--- config.mk ---
export PLATFORM = sky130hd
export DESIGN_NAME = bpmControlTop
export DESIGN_NICKNAME = d
export VERILOG_FILES = /design/src/logic/bpmPkg.sv /design/src/logic/bootTimer.sv /design/src/logic/bpmControlTop.sv /design/src/logic/gpioDecode.sv /design/src/logic/panelControl.sv /design/src/logic/readbackResult.sv /design/src/logic/triggerExecute.sv
export VERILOG_INCLUDE_DIRS = /design/src /design/src/include
export SDC_FILE = /design/constraint.sdc
export NUM_CORES = 1
export LEC_CHECK = 0
export ABC_CLOCK_PERIOD_IN_PS = 3100
export BUFFER_PORTS_ARGS = -buffer_cell sky130_fd_sc_hd__buf_2
export CAP_MARGIN = 20
export CORE_MARGIN = 8
export CORE_UTILIZATION = 55
export DETAILED_ROUTE_END_ITERATION = 16
export MAX_ROUTING_LAYER = met4
export PLACE_DENSITY = 0.86
export SLEW_MARGIN = 20
export SYNTH_ARGS = -nofsm -noshare
export SYNTH_HDL_FRONTEND = slang
export SYNTH_SLANG_ARGS = --single-unit
--- constraint.sdc ---
create_clock -name sysClk -period 3.1 [get_ports sysClk]
set_input_delay 0.465 -clock sysClk [delete_from_list [all_inputs] [get_ports sysClk]]
set_output_delay 0.465 -clock sysClk [all_outputs]
set_load 0.005 [all_outputs]
--- src/include/bpm_macros.svh ---
`ifndef BPM_MACROS_SVH
`define BPM_MACROS_SVH

// Bus geometry
`define BPM_WORD_WIDTH 32
`define BPM_ADDR_WIDTH 4

// Register map
`define BPM_REG_BUILD_DATE   4'd0
`define BPM_REG_MICROSECONDS 4'd1
`define BPM_REG_SECONDS      4'd2
`define BPM_REG_SOFT_TRIGGER 4'd3
`define BPM_REG_INTERLOCK    4'd4
`define BPM_REG_USER_GPIO    4'd5
`define BPM_REG_SPI_MUX      4'd6

// Firmware identification word
`define BPM_BUILD_DATE 32'h65A1_B2C3

// Timekeeping ratios, shortened for simulation
`define BPM_TICKS_PER_US  5
`define BPM_US_PER_SECOND 20

// Trigger paths
`define BPM_TRIGGER_WIDTH     7
`define BPM_EVR_TRIGGER_WIDTH 8
`define BPM_SOFT_STRETCH      8

`endif

--- src/logic/bpmPkg.sv ---
`default_nettype none

`include "bpm_macros.svh"

package bpmPkg;

    //////////////////////////////////////////////////
    // Register bus

    // One write from the processor
    typedef struct packed {
        logic                       strobe;
        logic [`BPM_ADDR_WIDTH-1:0] addr;
        logic [`BPM_WORD_WIDTH-1:0] data;
    } gpioWrite_t;

    // One bit per writable register
    typedef struct packed {
        logic softTrigger;
        logic interlock;
        logic spiMux;
    } regStrobes_t;

    //////////////////////////////////////////////////
    // Views of a written word

    typedef struct packed {
        logic [30:0] reserved;
        logic        relayControl;
    } interlockCsr_t;

    typedef struct packed {
        logic [29:0] reserved;
        logic        sel1;
        logic        sel0;
    } spiMuxCsr_t;

    // Interpretation depends on which strobe fires
    typedef union packed {
        logic [`BPM_WORD_WIDTH-1:0] raw;
        interlockCsr_t              interlock;
        spiMuxCsr_t                 spiMux;
    } gpioWord_u;

    //////////////////////////////////////////////////
    // Readback sources

    typedef struct packed {
        logic       resetRecoverySwitch;
        logic       displaySwitch;
        logic       interlockButton;
        logic       relayControl;
        logic [1:0] muxSel;
    } panelStatus_t;

    typedef struct packed {
        logic [31:0] microseconds;
        logic [31:0] seconds;
    } bootTime_t;

endpackage

`default_nettype wire

--- src/logic/bootTimer.sv ---
`default_nettype none

`include "bpm_macros.svh"

module bootTimer (
    input  logic              sysClk,
    input  logic              rst,
    output bpmPkg::bootTime_t bootTime
);

    localparam int TickBits = $clog2(`BPM_TICKS_PER_US);
    localparam int UsBits   = $clog2(`BPM_US_PER_SECOND);

    logic [TickBits-1:0] tickCount;
    logic [UsBits-1:0]   usCount;
    logic                usTick;
    logic                secondTick;

    assign usTick     = (tickCount == TickBits'(`BPM_TICKS_PER_US - 1));
    assign secondTick = usTick && (usCount == UsBits'(`BPM_US_PER_SECOND - 1));

    //////////////////////////////////////////////////
    // Prescalers

    always_ff @(posedge sysClk) begin
        if (rst || usTick) begin
            tickCount <= '0;
        end else begin
            tickCount <= tickCount + 1'b1;
        end
    end

    // Counts microseconds within the current second
    always_ff @(posedge sysClk) begin
        if (rst || secondTick) begin
            usCount <= '0;
        end else if (usTick) begin
            usCount <= usCount + 1'b1;
        end
    end

    //////////////////////////////////////////////////
    // Free-running counts

    always_ff @(posedge sysClk) begin
        if (rst) begin
            bootTime <= '0;
        end else begin
            if (usTick) begin
                bootTime.microseconds <= bootTime.microseconds + 1'b1;
            end
            if (secondTick) begin
                bootTime.seconds <= bootTime.seconds + 1'b1;
            end
        end
    end

endmodule

`default_nettype wire

--- src/logic/bpmControlTop.sv ---
`default_nettype none

`include "bpm_macros.svh"

module bpmControlTop (
    input  logic                              sysClk,
    input  logic                              rst,
    input  bpmPkg::gpioWrite_t                busWrite,
    input  logic [`BPM_EVR_TRIGGER_WIDTH-1:0] evrTriggerBus,
    input  logic                              swW,
    input  logic                              swE,
    input  logic                              swN,
    input  logic [7:0]                        dipSwitch,
    input  logic [`BPM_ADDR_WIDTH-1:0]        readAddr,
    output logic [`BPM_WORD_WIDTH-1:0]        readData,
    output logic [`BPM_TRIGGER_WIDTH-1:0]     eventTriggerStrobes,
    output logic [7:0]                        gpioLeds,
    output logic [1:0]                        clkSpiMuxSel,
    output logic                              relayControl
);

    bpmPkg::regStrobes_t  regStrobes;
    bpmPkg::gpioWord_u    writeWord;
    bpmPkg::bootTime_t    bootTime;
    bpmPkg::panelStatus_t panelStatus;

    //////////////////////////////////////////////////
    // Decode
    gpioDecode gpioDecode_inst (
        .sysClk(sysClk), .rst(rst), .busWrite(busWrite),
        .regStrobes(regStrobes), .writeWord(writeWord));

    //////////////////////////////////////////////////
    // Execute
    triggerExecute triggerExecute_inst (
        .sysClk(sysClk), .rst(rst), .regStrobes(regStrobes),
        .evrTriggerBus(evrTriggerBus), .eventTriggerStrobes(eventTriggerStrobes));

    bootTimer bootTimer_inst (.sysClk(sysClk), .rst(rst), .bootTime(bootTime));

    panelControl panelControl_inst (
        .sysClk(sysClk), .rst(rst), .regStrobes(regStrobes), .writeWord(writeWord),
        .swW(swW), .swE(swE), .swN(swN), .evrTriggerBus(evrTriggerBus),
        .bootTime(bootTime), .panelStatus(panelStatus), .gpioLeds(gpioLeds),
        .clkSpiMuxSel(clkSpiMuxSel), .relayControl(relayControl));

    //////////////////////////////////////////////////
    // Result
    readbackResult readbackResult_inst (
        .sysClk(sysClk), .rst(rst), .readAddr(readAddr), .bootTime(bootTime),
        .panelStatus(panelStatus), .evrTriggerBus(evrTriggerBus),
        .dipSwitch(dipSwitch), .readData(readData));

endmodule

`default_nettype wire

--- src/logic/gpioDecode.sv ---
`default_nettype none

`include "bpm_macros.svh"

module gpioDecode (
    input  logic                sysClk,
    input  logic                rst,
    input  bpmPkg::gpioWrite_t  busWrite,
    output bpmPkg::regStrobes_t regStrobes,
    output bpmPkg::gpioWord_u   writeWord
);

    bpmPkg::regStrobes_t addrHit;

    //////////////////////////////////////////////////
    // Address compare

    // Read-only and unknown addresses produce no hit
    always_comb begin
        addrHit = '0;
        if (busWrite.strobe) begin
            case (busWrite.addr)
                `BPM_REG_SOFT_TRIGGER: begin
                    addrHit.softTrigger = 1'b1;
                end
                `BPM_REG_INTERLOCK: begin
                    addrHit.interlock = 1'b1;
                end
                `BPM_REG_SPI_MUX: begin
                    addrHit.spiMux = 1'b1;
                end
                default: begin
                    addrHit = '0;
                end
            endcase
        end
    end

    //////////////////////////////////////////////////
    // Registered strobes and data

    always_ff @(posedge sysClk) begin
        if (rst) begin
            regStrobes <= '0;
        end else begin
            regStrobes <= addrHit;
        end
    end

    // Held until the next accepted write
    always_ff @(posedge sysClk) begin
        if (|addrHit) begin
            writeWord.raw <= busWrite.data;
        end
    end

endmodule

`default_nettype wire

--- src/logic/panelControl.sv ---
`default_nettype none

`include "bpm_macros.svh"

module panelControl (
    input  logic                              sysClk,
    input  logic                              rst,
    input  bpmPkg::regStrobes_t               regStrobes,
    input  bpmPkg::gpioWord_u                 writeWord,
    input  logic                              swW,
    input  logic                              swE,
    input  logic                              swN,
    input  logic [`BPM_EVR_TRIGGER_WIDTH-1:0] evrTriggerBus,
    input  bpmPkg::bootTime_t                 bootTime,
    output bpmPkg::panelStatus_t              panelStatus,
    output logic [7:0]                        gpioLeds,
    output logic [1:0]                        clkSpiMuxSel,
    output logic                              relayControl
);

    // Order is W, E, N from the top bit down
    logic [2:0] swMeta;
    logic [2:0] swSync;

    //////////////////////////////////////////////////
    // Front panel switches

    always_ff @(posedge sysClk) begin
        swMeta <= {swW, swE, swN};
        swSync <= swMeta;
    end

    //////////////////////////////////////////////////
    // Interlock and clock SPI mux registers

    always_ff @(posedge sysClk) begin
        if (rst) begin
            relayControl <= 1'b0;
            clkSpiMuxSel <= 2'b00;
        end else begin
            if (regStrobes.interlock) begin
                relayControl <= writeWord.interlock.relayControl;
            end
            if (regStrobes.spiMux) begin
                clkSpiMuxSel <= {writeWord.spiMux.sel1, writeWord.spiMux.sel0};
            end
        end
    end

    assign panelStatus.resetRecoverySwitch = swSync[2];
    assign panelStatus.displaySwitch       = swSync[1];
    assign panelStatus.interlockButton     = swSync[0];
    assign panelStatus.relayControl        = relayControl;
    assign panelStatus.muxSel              = clkSpiMuxSel;

    // Relay closed lamp lit, relay open lamp dark
    assign gpioLeds = {swSync[0], 1'b0, 1'b1, relayControl,
                       bootTime.seconds[1:0], evrTriggerBus[1:0]};

endmodule

`default_nettype wire

--- src/logic/readbackResult.sv ---
`default_nettype none

`include "bpm_macros.svh"

module readbackResult (
    input  logic                              sysClk,
    input  logic                              rst,
    input  logic [`BPM_ADDR_WIDTH-1:0]        readAddr,
    input  bpmPkg::bootTime_t                 bootTime,
    input  bpmPkg::panelStatus_t              panelStatus,
    input  logic [`BPM_EVR_TRIGGER_WIDTH-1:0] evrTriggerBus,
    input  logic [7:0]                        dipSwitch,
    output logic [`BPM_WORD_WIDTH-1:0]        readData
);

    logic [`BPM_WORD_WIDTH-1:0] selWord;

    //////////////////////////////////////////////////
    // Register views

    always_comb begin
        case (readAddr)
            `BPM_REG_BUILD_DATE: begin
                selWord = `BPM_BUILD_DATE;
            end
            `BPM_REG_MICROSECONDS: begin
                selWord = bootTime.microseconds;
            end
            `BPM_REG_SECONDS: begin
                selWord = bootTime.seconds;
            end
            // Closed reads 1, open reads 0
            `BPM_REG_INTERLOCK: begin
                selWord = {27'b0, panelStatus.relayControl, 1'b0, 1'b0,
                           1'b1, panelStatus.interlockButton};
            end
            `BPM_REG_USER_GPIO: begin
                selWord = {panelStatus.resetRecoverySwitch,
                           panelStatus.displaySwitch,
                           6'b0,
                           evrTriggerBus,
                           8'b0,
                           dipSwitch};
            end
            `BPM_REG_SPI_MUX: begin
                selWord = {30'b0, panelStatus.muxSel};
            end
            // Soft trigger and unknown addresses
            default: begin
                selWord = '0;
            end
        endcase
    end

    //////////////////////////////////////////////////
    // Output register

    always_ff @(posedge sysClk) begin
        if (rst) begin
            readData <= '0;
        end else begin
            readData <= selWord;
        end
    end

endmodule

`default_nettype wire

--- src/logic/triggerExecute.sv ---
`default_nettype none

`include "bpm_macros.svh"

module triggerExecute (
    input  logic                              sysClk,
    input  logic                              rst,
    input  bpmPkg::regStrobes_t               regStrobes,
    input  logic [`BPM_EVR_TRIGGER_WIDTH-1:0] evrTriggerBus,
    output logic [`BPM_TRIGGER_WIDTH-1:0]     eventTriggerStrobes
);

    localparam int StretchBits = $clog2(`BPM_SOFT_STRETCH + 1);
    // Lowest event bit that feeds the acquisition triggers
    localparam int EvrLow = `BPM_EVR_TRIGGER_WIDTH - `BPM_TRIGGER_WIDTH + 1;

    logic [StretchBits-1:0]        softCount;
    logic                          softTrigger;
    logic [`BPM_TRIGGER_WIDTH-1:0] trigMeta;
    logic [`BPM_TRIGGER_WIDTH-1:0] trigSync;
    logic [`BPM_TRIGGER_WIDTH-1:0] trigDelay;

    //////////////////////////////////////////////////
    // Software trigger stretcher

    // Another write while counting restarts the stretch
    always_ff @(posedge sysClk) begin
        if (rst) begin
            softCount <= '0;
        end else if (regStrobes.softTrigger) begin
            softCount <= StretchBits'(`BPM_SOFT_STRETCH);
        end else if (softTrigger) begin
            softCount <= softCount - 1'b1;
        end
    end

    assign softTrigger = (softCount != '0);

    //////////////////////////////////////////////////
    // Synchronizer and edge detect

    // Bit 0 carries the software trigger
    always_ff @(posedge sysClk) begin
        trigMeta  <= {evrTriggerBus[`BPM_EVR_TRIGGER_WIDTH-1:EvrLow], softTrigger};
        trigSync  <= trigMeta;
        trigDelay <= trigSync;
    end

    // One cycle per rising edge
    always_ff @(posedge sysClk) begin
        if (rst) begin
            eventTriggerStrobes <= '0;
        end else begin
            eventTriggerStrobes <= trigSync & ~trigDelay;
        end
    end

endmodule

`default_nettype wire

* Word-level counts from Yosys, hierarchy flattened
Cells that the tools add are included.
** Cells by class
- Reductions and logical operators :: 8
- Eq/ne operators :: 10
- Muxes and demuxes :: 7
- Add/sub/neg operators :: 5
- Bitwise gates (word level) :: 2
** Operators with widths (number)
- 32-bit case mux with 6 select lines :: 1
- 32-bit by 1-bit adder with 32-bit output, second input constant :: 2
- 4-bit by 3-bit equality test with 1-bit output, second input constant :: 5
- 4-bit by 2-bit equality test with 1-bit output, second input constant :: 2
- 4-bit 2-to-1 mux :: 2
- 7-bit AND :: 1
- 7-bit inverter :: 1
- 5-bit by 1-bit adder with 5-bit output, second input constant :: 1
- 5-bit equality test, second input constant :: 1
- 4-bit by 1-bit equality test with 1-bit output, second input constant :: 1
- 4-bit logical NOT :: 1
- 4-bit nonzero test :: 1
- 4-bit by 1-bit subtractor with 4-bit output, second input constant :: 1
- 3-bit by 1-bit adder with 3-bit output, second input constant :: 1
- 3-bit equality test, second input constant :: 1
- 1-bit 2-to-1 mux :: 3
- 3-bit 2-to-1 mux :: 1
- 3-bit OR reduction :: 1
- 1-bit logical OR :: 2
- 2-bit nonzero test :: 1
- 2-bit OR reduction :: 1
- 1-bit logical AND :: 1
** Storage, ports and cells
- Register bits after elaboration :: 150
- Bits of input ports :: 62

* Logic depth before layout (Yosys ltp)
Gate-level depths: netlist of run 1.
- Depth in word-level cells :: 4
- Mapped depth :: 8

* By module
A second synthesis of run 1 with hierarchy kept.
** Second synthesis, totals
- Cell total of the unflattened synthesis :: 657
- Area total of the unflattened synthesis :: 6950.4 µm²
** By module, submodules not included
- bootTimer :: area an instance 3231.8 µm², instances 1, cells an instance 360
- readbackResult :: area an instance 1487.7 µm², instances 1, cells an instance 167
- gpioDecode :: area an instance 1092.3 µm², instances 1, cells an instance 44
- triggerExecute :: area an instance 827.0 µm², instances 1, cells an instance 58
- panelControl :: area an instance 311.5 µm², instances 1, cells an instance 28

* Worst setup path before layout of run 1
OpenSTA, ideal clock, no wires.
- Kind :: reg2reg
- Start :: register bootTimer_inst.usCount[2]
- End :: register, netlist name bootTimer_inst.bootTime[31]
- Path slack :: 0.956 ns
- Arrival time :: 2.021 ns
- Setup time :: 0.123 ns
- Stages on the path, launching flop included :: 7
- Clock period less this slack :: 2.144 ns
- Path through :: dfxtp_1 > or3b_1 > buf_2 > or4_4 > buf_6 > nor4_1 > mux2_1
** On the way
- Word-level cells in the longest chain between the ends :: 2
** RTL lines
- start: declaration :: line bootTimer.sv:15 : logic [UsBits-1:0] usCount;
- start signal: assignment :: line bootTimer.sv:38 : usCount <= usCount + 1'b1;
- 5-bit equality test :: line bootTimer.sv:20 : assign secondTick = usTick && (usCount == UsBits'(`BPM_US_PER_SECOND - 1));
- 1-bit logical AND :: line bootTimer.sv:20
Every way passes these cells.
A chain may end at the register's enable or synchronous reset.

* Worst setup path in the final report of run 1
- Start :: register bootTimer_inst.tickCount[0]
- End :: register, netlist name bootTimer_inst.bootTime[59]
** On the way
- Word-level cells in the longest chain between the ends :: 1
** RTL lines
- start: declaration :: line bootTimer.sv:14 : logic [TickBits-1:0] tickCount;
- start signal: assignment :: line bootTimer.sv:29 : tickCount <= tickCount + 1'b1;
- 3-bit equality test :: line bootTimer.sv:19 : assign usTick = (tickCount == TickBits'(`BPM_TICKS_PER_US - 1));
Every way passes these cells.

==> results of run 1 <==
## per-layer routing
metal | part of all wire | wire [um]
met1 | 0.40 | 6135
met2 | 0.49 | 7446
met3 | 0.080 | 1221
met4 | 0.025 | 386
met5 | 0 | 0
## worst register-to-register path, stage by stage (launching register included)
cell and delay, ps:
dfxtp_1 330, inv_1 60, ha_1 250, and4_1 410, nand3_1 520, nor4_1 480, mux2_2 370
## worst paths after layout
path,from,end,slack [ps],cells after the start
worst max register to register,bootTimer_inst.tickCount[0],bootTimer_inst.bootTime[59],590,6
worst min-delay path,swN,panelControl_inst.swMeta[0],40,1
worst min register to register,triggerExecute_inst.trigMeta[6],triggerExecute_inst.trigSync[6],330,0
worst max-delay path,bootTimer_inst.tickCount[0],bootTimer_inst.bootTime[59],590,6
## synthesized netlist by cell type, drive strengths merged
library cell	number	area (um^2)
o41ai	3	26.28
edfxtp	2	60.06
or4b	2	20.02
and2	3	18.77
a22oi	7	52.55
a2111oi	2	17.52
conb	2	7.510
o31ai	23	172.7
clkbuf	37	140.1
and4	12	105.1
xor2	11	96.34
a211o	1	8.760
nor4	12	75.07
a222oi	9	90.09
mux2	5	56.30
nor4bb	1	10.01
or2	1	6.260
dfxtp	148	2963
nor2	56	210.2
a221oi	14	122.6
or3b	1	8.760
nand4	23	143.9
nand3b	3	22.52
buf	18	113.9
nand2	30	112.6
or3	14	87.58
xnor2	9	78.83
o21a	1	7.510
nor3b	11	82.58
inv	12	45.04
and3	5	31.28
nand4b	1	8.760
o21ai	17	85.08
nand2b	4	25.02
a31o	1	8.760
nand3	26	130.1
mux2i	8	80.08
nor3	13	65.06
nor2b	7	43.79
or4	25	191.4
a21oi	53	265.3
ha	7	87.58
nor4b	2	17.52
a211oi	3	22.52
## layout make-up
cell class | count | area (um^2) | area share
Multi-Input combinational cell | 428 | 2728 | 0.3898
Clock buffer | 19 | 431.7 | 0.06170
Timing Repair Buffer | 88 | 462.9 | 0.06617
Sequential cell | 150 | 3023 | 0.4320
Tap cell | 140 | 175.2 | 0.02504
Clock inverter | 13 | 131.4 | 0.01878
Inverter | 12 | 45.04 | 0.006438
## power by group through the flow
stage | combinational [mW] | sequential, mW | clock [mW]
after detailed placement | 0.233 | 2.08 | 0
final | 0.235 | 2.04 | 1.94
after global routing | 0.268 | 2.05 | 2.06
after floorplan | 0.165 | 2.08 | 0
after global placement | 0.217 | 2.08 | 0
after CTS | 0.234 | 2.04 | 1.95
## cells by family (layout without fill, tap and decap cells)
| family | count (synthesis) | after routing | synth area share |
|---|---|---|---|
| AOI/OAI and AO/OA | 134 | 134 | 0.1460 |
| and+or+nand+nor | 252 | 252 | 0.2351 |
| DFF | 150 | 150 | 0.5018 |
| muxes | 13 | 13 | 0.02264 |
| buffers and inverters | 67 | 132 | 0.04963 |
| xor gates and xnor gates | 20 | 20 | 0.02908 |
| adders and majority gates | 7 | 7 | 0.01454 |
| other | 2 | 2 | 0.001247 |
## sequential cells by signal, summed over array words and instances, names as in the netlist
| register | cells |
|---|---|
| panelControl_inst.swSync | 3 |
| triggerExecute_inst.trigSync | 7 |
| triggerExecute_inst.softCount | 4 |
| bootTimer_inst.tickCount | 3 |
| gpioDecode_inst.writeWord | 2 |
| triggerExecute_inst.trigDelay | 7 |
| triggerExecute_inst.trigMeta | 7 |
| bootTimer_inst.usCount | 5 |
| bootTimer_inst.bootTime | 64 |
| panelControl_inst.swMeta | 3 |
| readbackResult_inst.readData | 32 |
| gpioDecode_inst.regStrobes | 3 |
| triggerExecute_inst.eventTriggerStrobes | 7 |
| panelControl_inst.relayControl | 1 |
| panelControl_inst.clkSpiMuxSel | 2 |
## through the flow
stage / instances / hold WS, ps / cell area, um^2
floorplan: 645 / 309.6 / 6025
global placement: 818 / 310.5 / 6434
detailed placement: 818 / 312.1 / 6434
CTS: 850 / 18.05 / 6997
global route: 850 / 21.87 / 6997
finish: 850 / 37.78 / 6997
==> metrics.yaml, run 1 <==
status: "finished, final reports clean"
vias: 5320
slew_violations: 0
critPathTopFamily: "simple AND/OR/NAND/NOR gates"
p_int_mw: 3.268
swShare: 0.2251
layout_worst_path_cycle_share: 0.8112
grtUsageMet1: 0.2523
synth.cell_area_mm2: 0.006025
hold_violations: 0
grt_max_degree: 38
crit_chain: "inv_1 -> ha_1 -> and4_1 -> nand3_1 -> nor4_1 -> mux2_2"
place_congestion: 0.8373
grt_antenna_before_repair: 0
power_leakage_nw: 2.505
ctsHoldBuffers: 0
critical_path_class: "reg2reg"
wl_per_cell_um: 17.87
layout_commonest_cell: "dfxtp_1"
rows: 38
crit_arrival_ps: 2930
ys.warnings.count: 0
drtIter0Drc: 599
final_nets: 766
synth_seq_cells: 150
cts_tree: "done"
num_io_pins: 112
worst_setup_path_start_kind: "flop"
area_delta_synth_final_pct: 16.14
endpoint_kind: "flop"
synth-seq-area-share: 0.5018
clockPowerShare: 0.460
die_h_um: 120.7
ir_worst_vdd_mv: 0.4474
die_area_mm2: 0.01456
path_clk_slew_ps: 60
dp_slack_ps: 620.5
maxCapViolations: 0
core-area_mm2: 0.01075
met3_usage: 0.05268
total_power_mw: 4.217
final_cell_mix: "dfxtp_1 (148), buf_2 (79), nor2_1 (56), a21oi_1 (53), nand2_1 (30)"
tightest_slew_ps: 994.0
use_met2: 0.3536
syn_nets: 714
clockBufferDepth: 2
grt_pass1_wl_um: 25450
grt_pass1_vias: 5209
cp_num_buf_inv: 1
wirelength_um: 15190
period_minus_slack_ps: 2515
gr-max-usage-layer: "met2"
dp_hpwl_um: 10270
setup-violations-final: 0
firstDrtPassIters: 6
fmax_ghz: 0.3977
critical-path-max-stage-delay_ps: 520
nFillCells: 792
max_slew_margin: 0.3373
postCtsResizedCells: 0
drtAntennaViolNets: 0
seqPwrFrac: 0.484
worstPathRequired_ps: 3510
drc_errors: 0
hold_path_class: "in2reg"
die_w_um: 120.7
rsz0062_at_grt: "false"
synth_cells: 645
fin_util: 0.6511
comb_power_share: 0.056
final.setup.tns_ps: 0
antenna_cells: 0
clock_latency_ps: 530
drive_gt1_frac: 0.1831
vias_per_cell: 6.259
worstPathMaxFanout: 18
cts_max_level: 4
cts_buffers: 17
io_buffers: 79
cp_slowest_cell: "nand3_1"
grt_usage: 0.2191
cts_sinks: 150
post-route-worst-setup-slack_ps: 585.2
synth_cell_types: 50
post_cts_buffers: 0
cts_root_buffer: "clkbuf_8"
fin_skew_ps: 4.950
grt.overflow.total: 0
p_sw_mw: 0.9493
initial_utilization: 0.5607
syn_avg_cell_area_um2: 9.340
power_density_mw_per_mm2: 602.7
Power figures use the tool's default switching activity.
==> run 2: changes to the inputs <==
--- a/config.mk
+++ b/config.mk
@@ -6,14 +6,15 @@
 export SDC_FILE = /design/constraint.sdc
 export NUM_CORES = 1
 export LEC_CHECK = 0
-export ABC_CLOCK_PERIOD_IN_PS = 3100
+export ABC_AREA = 1
+export ABC_CLOCK_PERIOD_IN_PS = 2300
 export BUFFER_PORTS_ARGS = -buffer_cell sky130_fd_sc_hd__buf_2
 export CAP_MARGIN = 20
 export CORE_MARGIN = 8
-export CORE_UTILIZATION = 55
+export CORE_UTILIZATION = 50
 export DETAILED_ROUTE_END_ITERATION = 16
 export MAX_ROUTING_LAYER = met4
-export PLACE_DENSITY = 0.86
+export PLACE_DENSITY = 0.82
 export SLEW_MARGIN = 20
 export SYNTH_ARGS = -nofsm -noshare
 export SYNTH_HDL_FRONTEND = slang
==> constraint.sdc (replaced) <==
create_clock -name sysClk -period 2.3 [get_ports sysClk]
set_input_delay 0.345 -clock sysClk [delete_from_list [all_inputs] [get_ports sysClk]]
set_output_delay 0.345 -clock sysClk [all_outputs]
set_load 0.005 [all_outputs]
==> metrics.yaml, run 2 <==
synth_seq_cells: 150
largest_register_ffs: 64
fmax_ghz: 0.5363
synth_fa_ha_area_frac: 0.01350
rsz0062_at_grt: "false"
tightest_slew_ps: 641.6
yosys-top-cells-area: "dfxtp_1 (46%), nand2_1 (12%), nor2_1 (7.8%)"
initial_utilization: 0.5120
layout_commonest_cell: "nand2_1"
synth_top_area_frac: 0.4567
synth_edf_count: 2
power_leakage_nw: 3.250
path_clk_slew_ps: 60
critical-path-max-stage-delay_ps: 320
synth-async-reset-ratio: 0
grt_usage: 0.2040
p_int_mw: 4.641
grt.overflow.total: 0
rows: 41
crit-reg2reg-launch: "bootTimer_inst.tickCount[0]"
ys_top_cells_by_count: "nand2_1 (209), dfxtp_1 (148), nor2_1 (134)"
synth_cells: 891
num_io_pins: 112
max_slew_margin: 0.5718
hold_start: "swW"
critPathTopFamily: "simple AND/OR/NAND/NOR gates"
die_area_mm2: 0.01688
clock_latency_ps: 430
crit_arrival_ps: 2190
maxCapViolations: 0
nFillCells: 1119
drtAntennaViolNets: 0
wirelength_um: 15920
synth.cell_area_mm2: 0.006487
crit_chain: "inv_1 -> ha_1 -> nand2_2 -> inv_2 -> nand3_4 -> nor2_4 -> nand2_1 -> o21ai_0 -> nor2_1"
synth_mux_area_frac: 0
setup-violations-final: 0
ir_worst_vdd_mv: 0.5600
synth_xor_area_frac: 0.01215
layout_worst_path_cycle_share: 0.8106
area_delta_synth_final_pct: 17.16
cts_root_buffer: "clkbuf_16"
place_congestion: 0.9464
syn_nets: 960
cp_slowest_cell: "dfxtp_1"
grt_pass1_vias: 5653
cts_tree: "done"
syn_avg_cell_area_um2: 7.281
final_nets: 1036
firstDrtPassIters: 4
core-area_mm2: 0.01267
fin_util: 0.5999
dp_hpwl_um: 11340
clockPowerShare: 0.472
grt_max_degree: 46
die_h_um: 129.9
cp_num_buf_inv: 2
post_cts_buffers: 0
comb_power_share: 0.063
drive_gt1_frac: 0.1554
grt_antenna_before_repair: 1
cts_max_level: 4
synth-compound-area-share: 0.09373
largestRegisters: "bootTimer_inst.bootTime x64, readbackResult_inst.readData x32"
cp-startpoint: "bootTimer_inst.tickCount[0]"
hold_violations: 0
worst_setup_path_start_kind: "flop"
synthFlopType: "dfxtp_1"
final.setup.tns_ps: 0
p_sw_mw: 1.314
synthSimpleGateAreaFrac: 0.3190
grt_pass1_wl_um: 26150
dp_slack_ps: 462.0
fin_skew_ps: 11.31
ys.warnings.count: 0
yosysMostFrequentCell: "nand2_1"
vias_per_cell: 5.139
die_w_um: 129.9
synth_cell_types: 41
worstPathRequired_ps: 2620
hold_path_class: "in2reg"
post-route-worst-setup-slack_ps: 435.5
drtIter0Drc: 435
drc_errors: 0
synth_top_family_by_area: "simple AND/OR/NAND/NOR gates"
largest-register: "bootTimer_inst.bootTime"
seqPwrFrac: 0.465
power_density_mw_per_mm2: 783.5
slew_violations: 0
vias: 5915
whs_ps: 16.93
final_cell_mix: "nand2_1 (209), dfxtp_1 (148), nor2_1 (134), inv_1 (110), buf_2 (79)"
period_minus_slack_ps: 1864
swShare: 0.2206
cts_buffers: 17
worstPathMaxFanout: 12
io_buffers: 79
endpoint_kind: "flop"
yosysTopAreaCell: "dfxtp_1"
reg2reg_slack_ps: 440
wl_per_cell_um: 13.83
status: "finished, final reports clean"
synth-seq-area-share: 0.4660
cts_sinks: 150
critical_path_class: "reg2reg"
clockBufferDepth: 2
-- run 2: kinds of logic after synthesis --
kind of cell | Yosys count
compound gates | 112
xor+xnor | 9
fa+ha+maj | 7
buf+inv | 147
flops | 150
other cells | 2
simple gates | 464
-- run 2: stage by stage --
stage | power (mW) | cell area (um^2) | instances
2_1_floorplan | 3.078 | 6487 | 891
3_3_place_gp | 3.176 | 6982 | 1118
3_5_place_dp | 3.197 | 6982 | 1118
4_1_cts | 6.000 | 7589 | 1149
5_1_grt | 6.190 | 7601 | 1151
6_report | 5.955 | 7601 | 1151
-- run 2: timing repair --
item / CTS / global route
gates resized for setup: 0 / 0
hold buffers: 1 / 1
hold endpoints to repair: 1 / 1
-- run 2: path summary, 6_finish.rpt --
path / end / cells after the start
worst min register to register: panelControl_inst.swSync[1] / 0
worst max register to register: bootTimer_inst.bootTime[48] / 9
worst max-delay path: bootTimer_inst.bootTime[48] / 9
worst min-delay path: panelControl_inst.swMeta[2] / 1
-- run 2: power by group through the flow --
stage	registers [mW]	clock network, mW	logic [mW]
2_1_floorplan	2.82	0	0.262
3_3_place_gp	2.82	0	0.354
3_5_place_dp	2.83	0	0.370
4_1_cts	2.77	2.85	0.376
5_1_grt	2.78	2.97	0.436
6_report	2.77	2.81	0.374
-- run 2: layout make-up --
type	instances	area, um^2	area share
multi-input cells	594	2851	0.3751
well taps	172	215.2	0.02831
diodes	1	2.502	0.0003292
repair buffers	87	473.0	0.06222
clock inverters	9	125.1	0.01646
inverters	117	439.2	0.05778
clock buffers	21	471.7	0.06206
flip-flops and latches	150	3023	0.3977
-- run 2: per-layer routing --
metal  vias up  share of wire  track usage
li1       2976              -            -
met2       210           0.45       0.3173
met3        51          0.076      0.06324
met1      2678           0.44       0.2357
met5         -              0            -
met4         0          0.035      0.09973
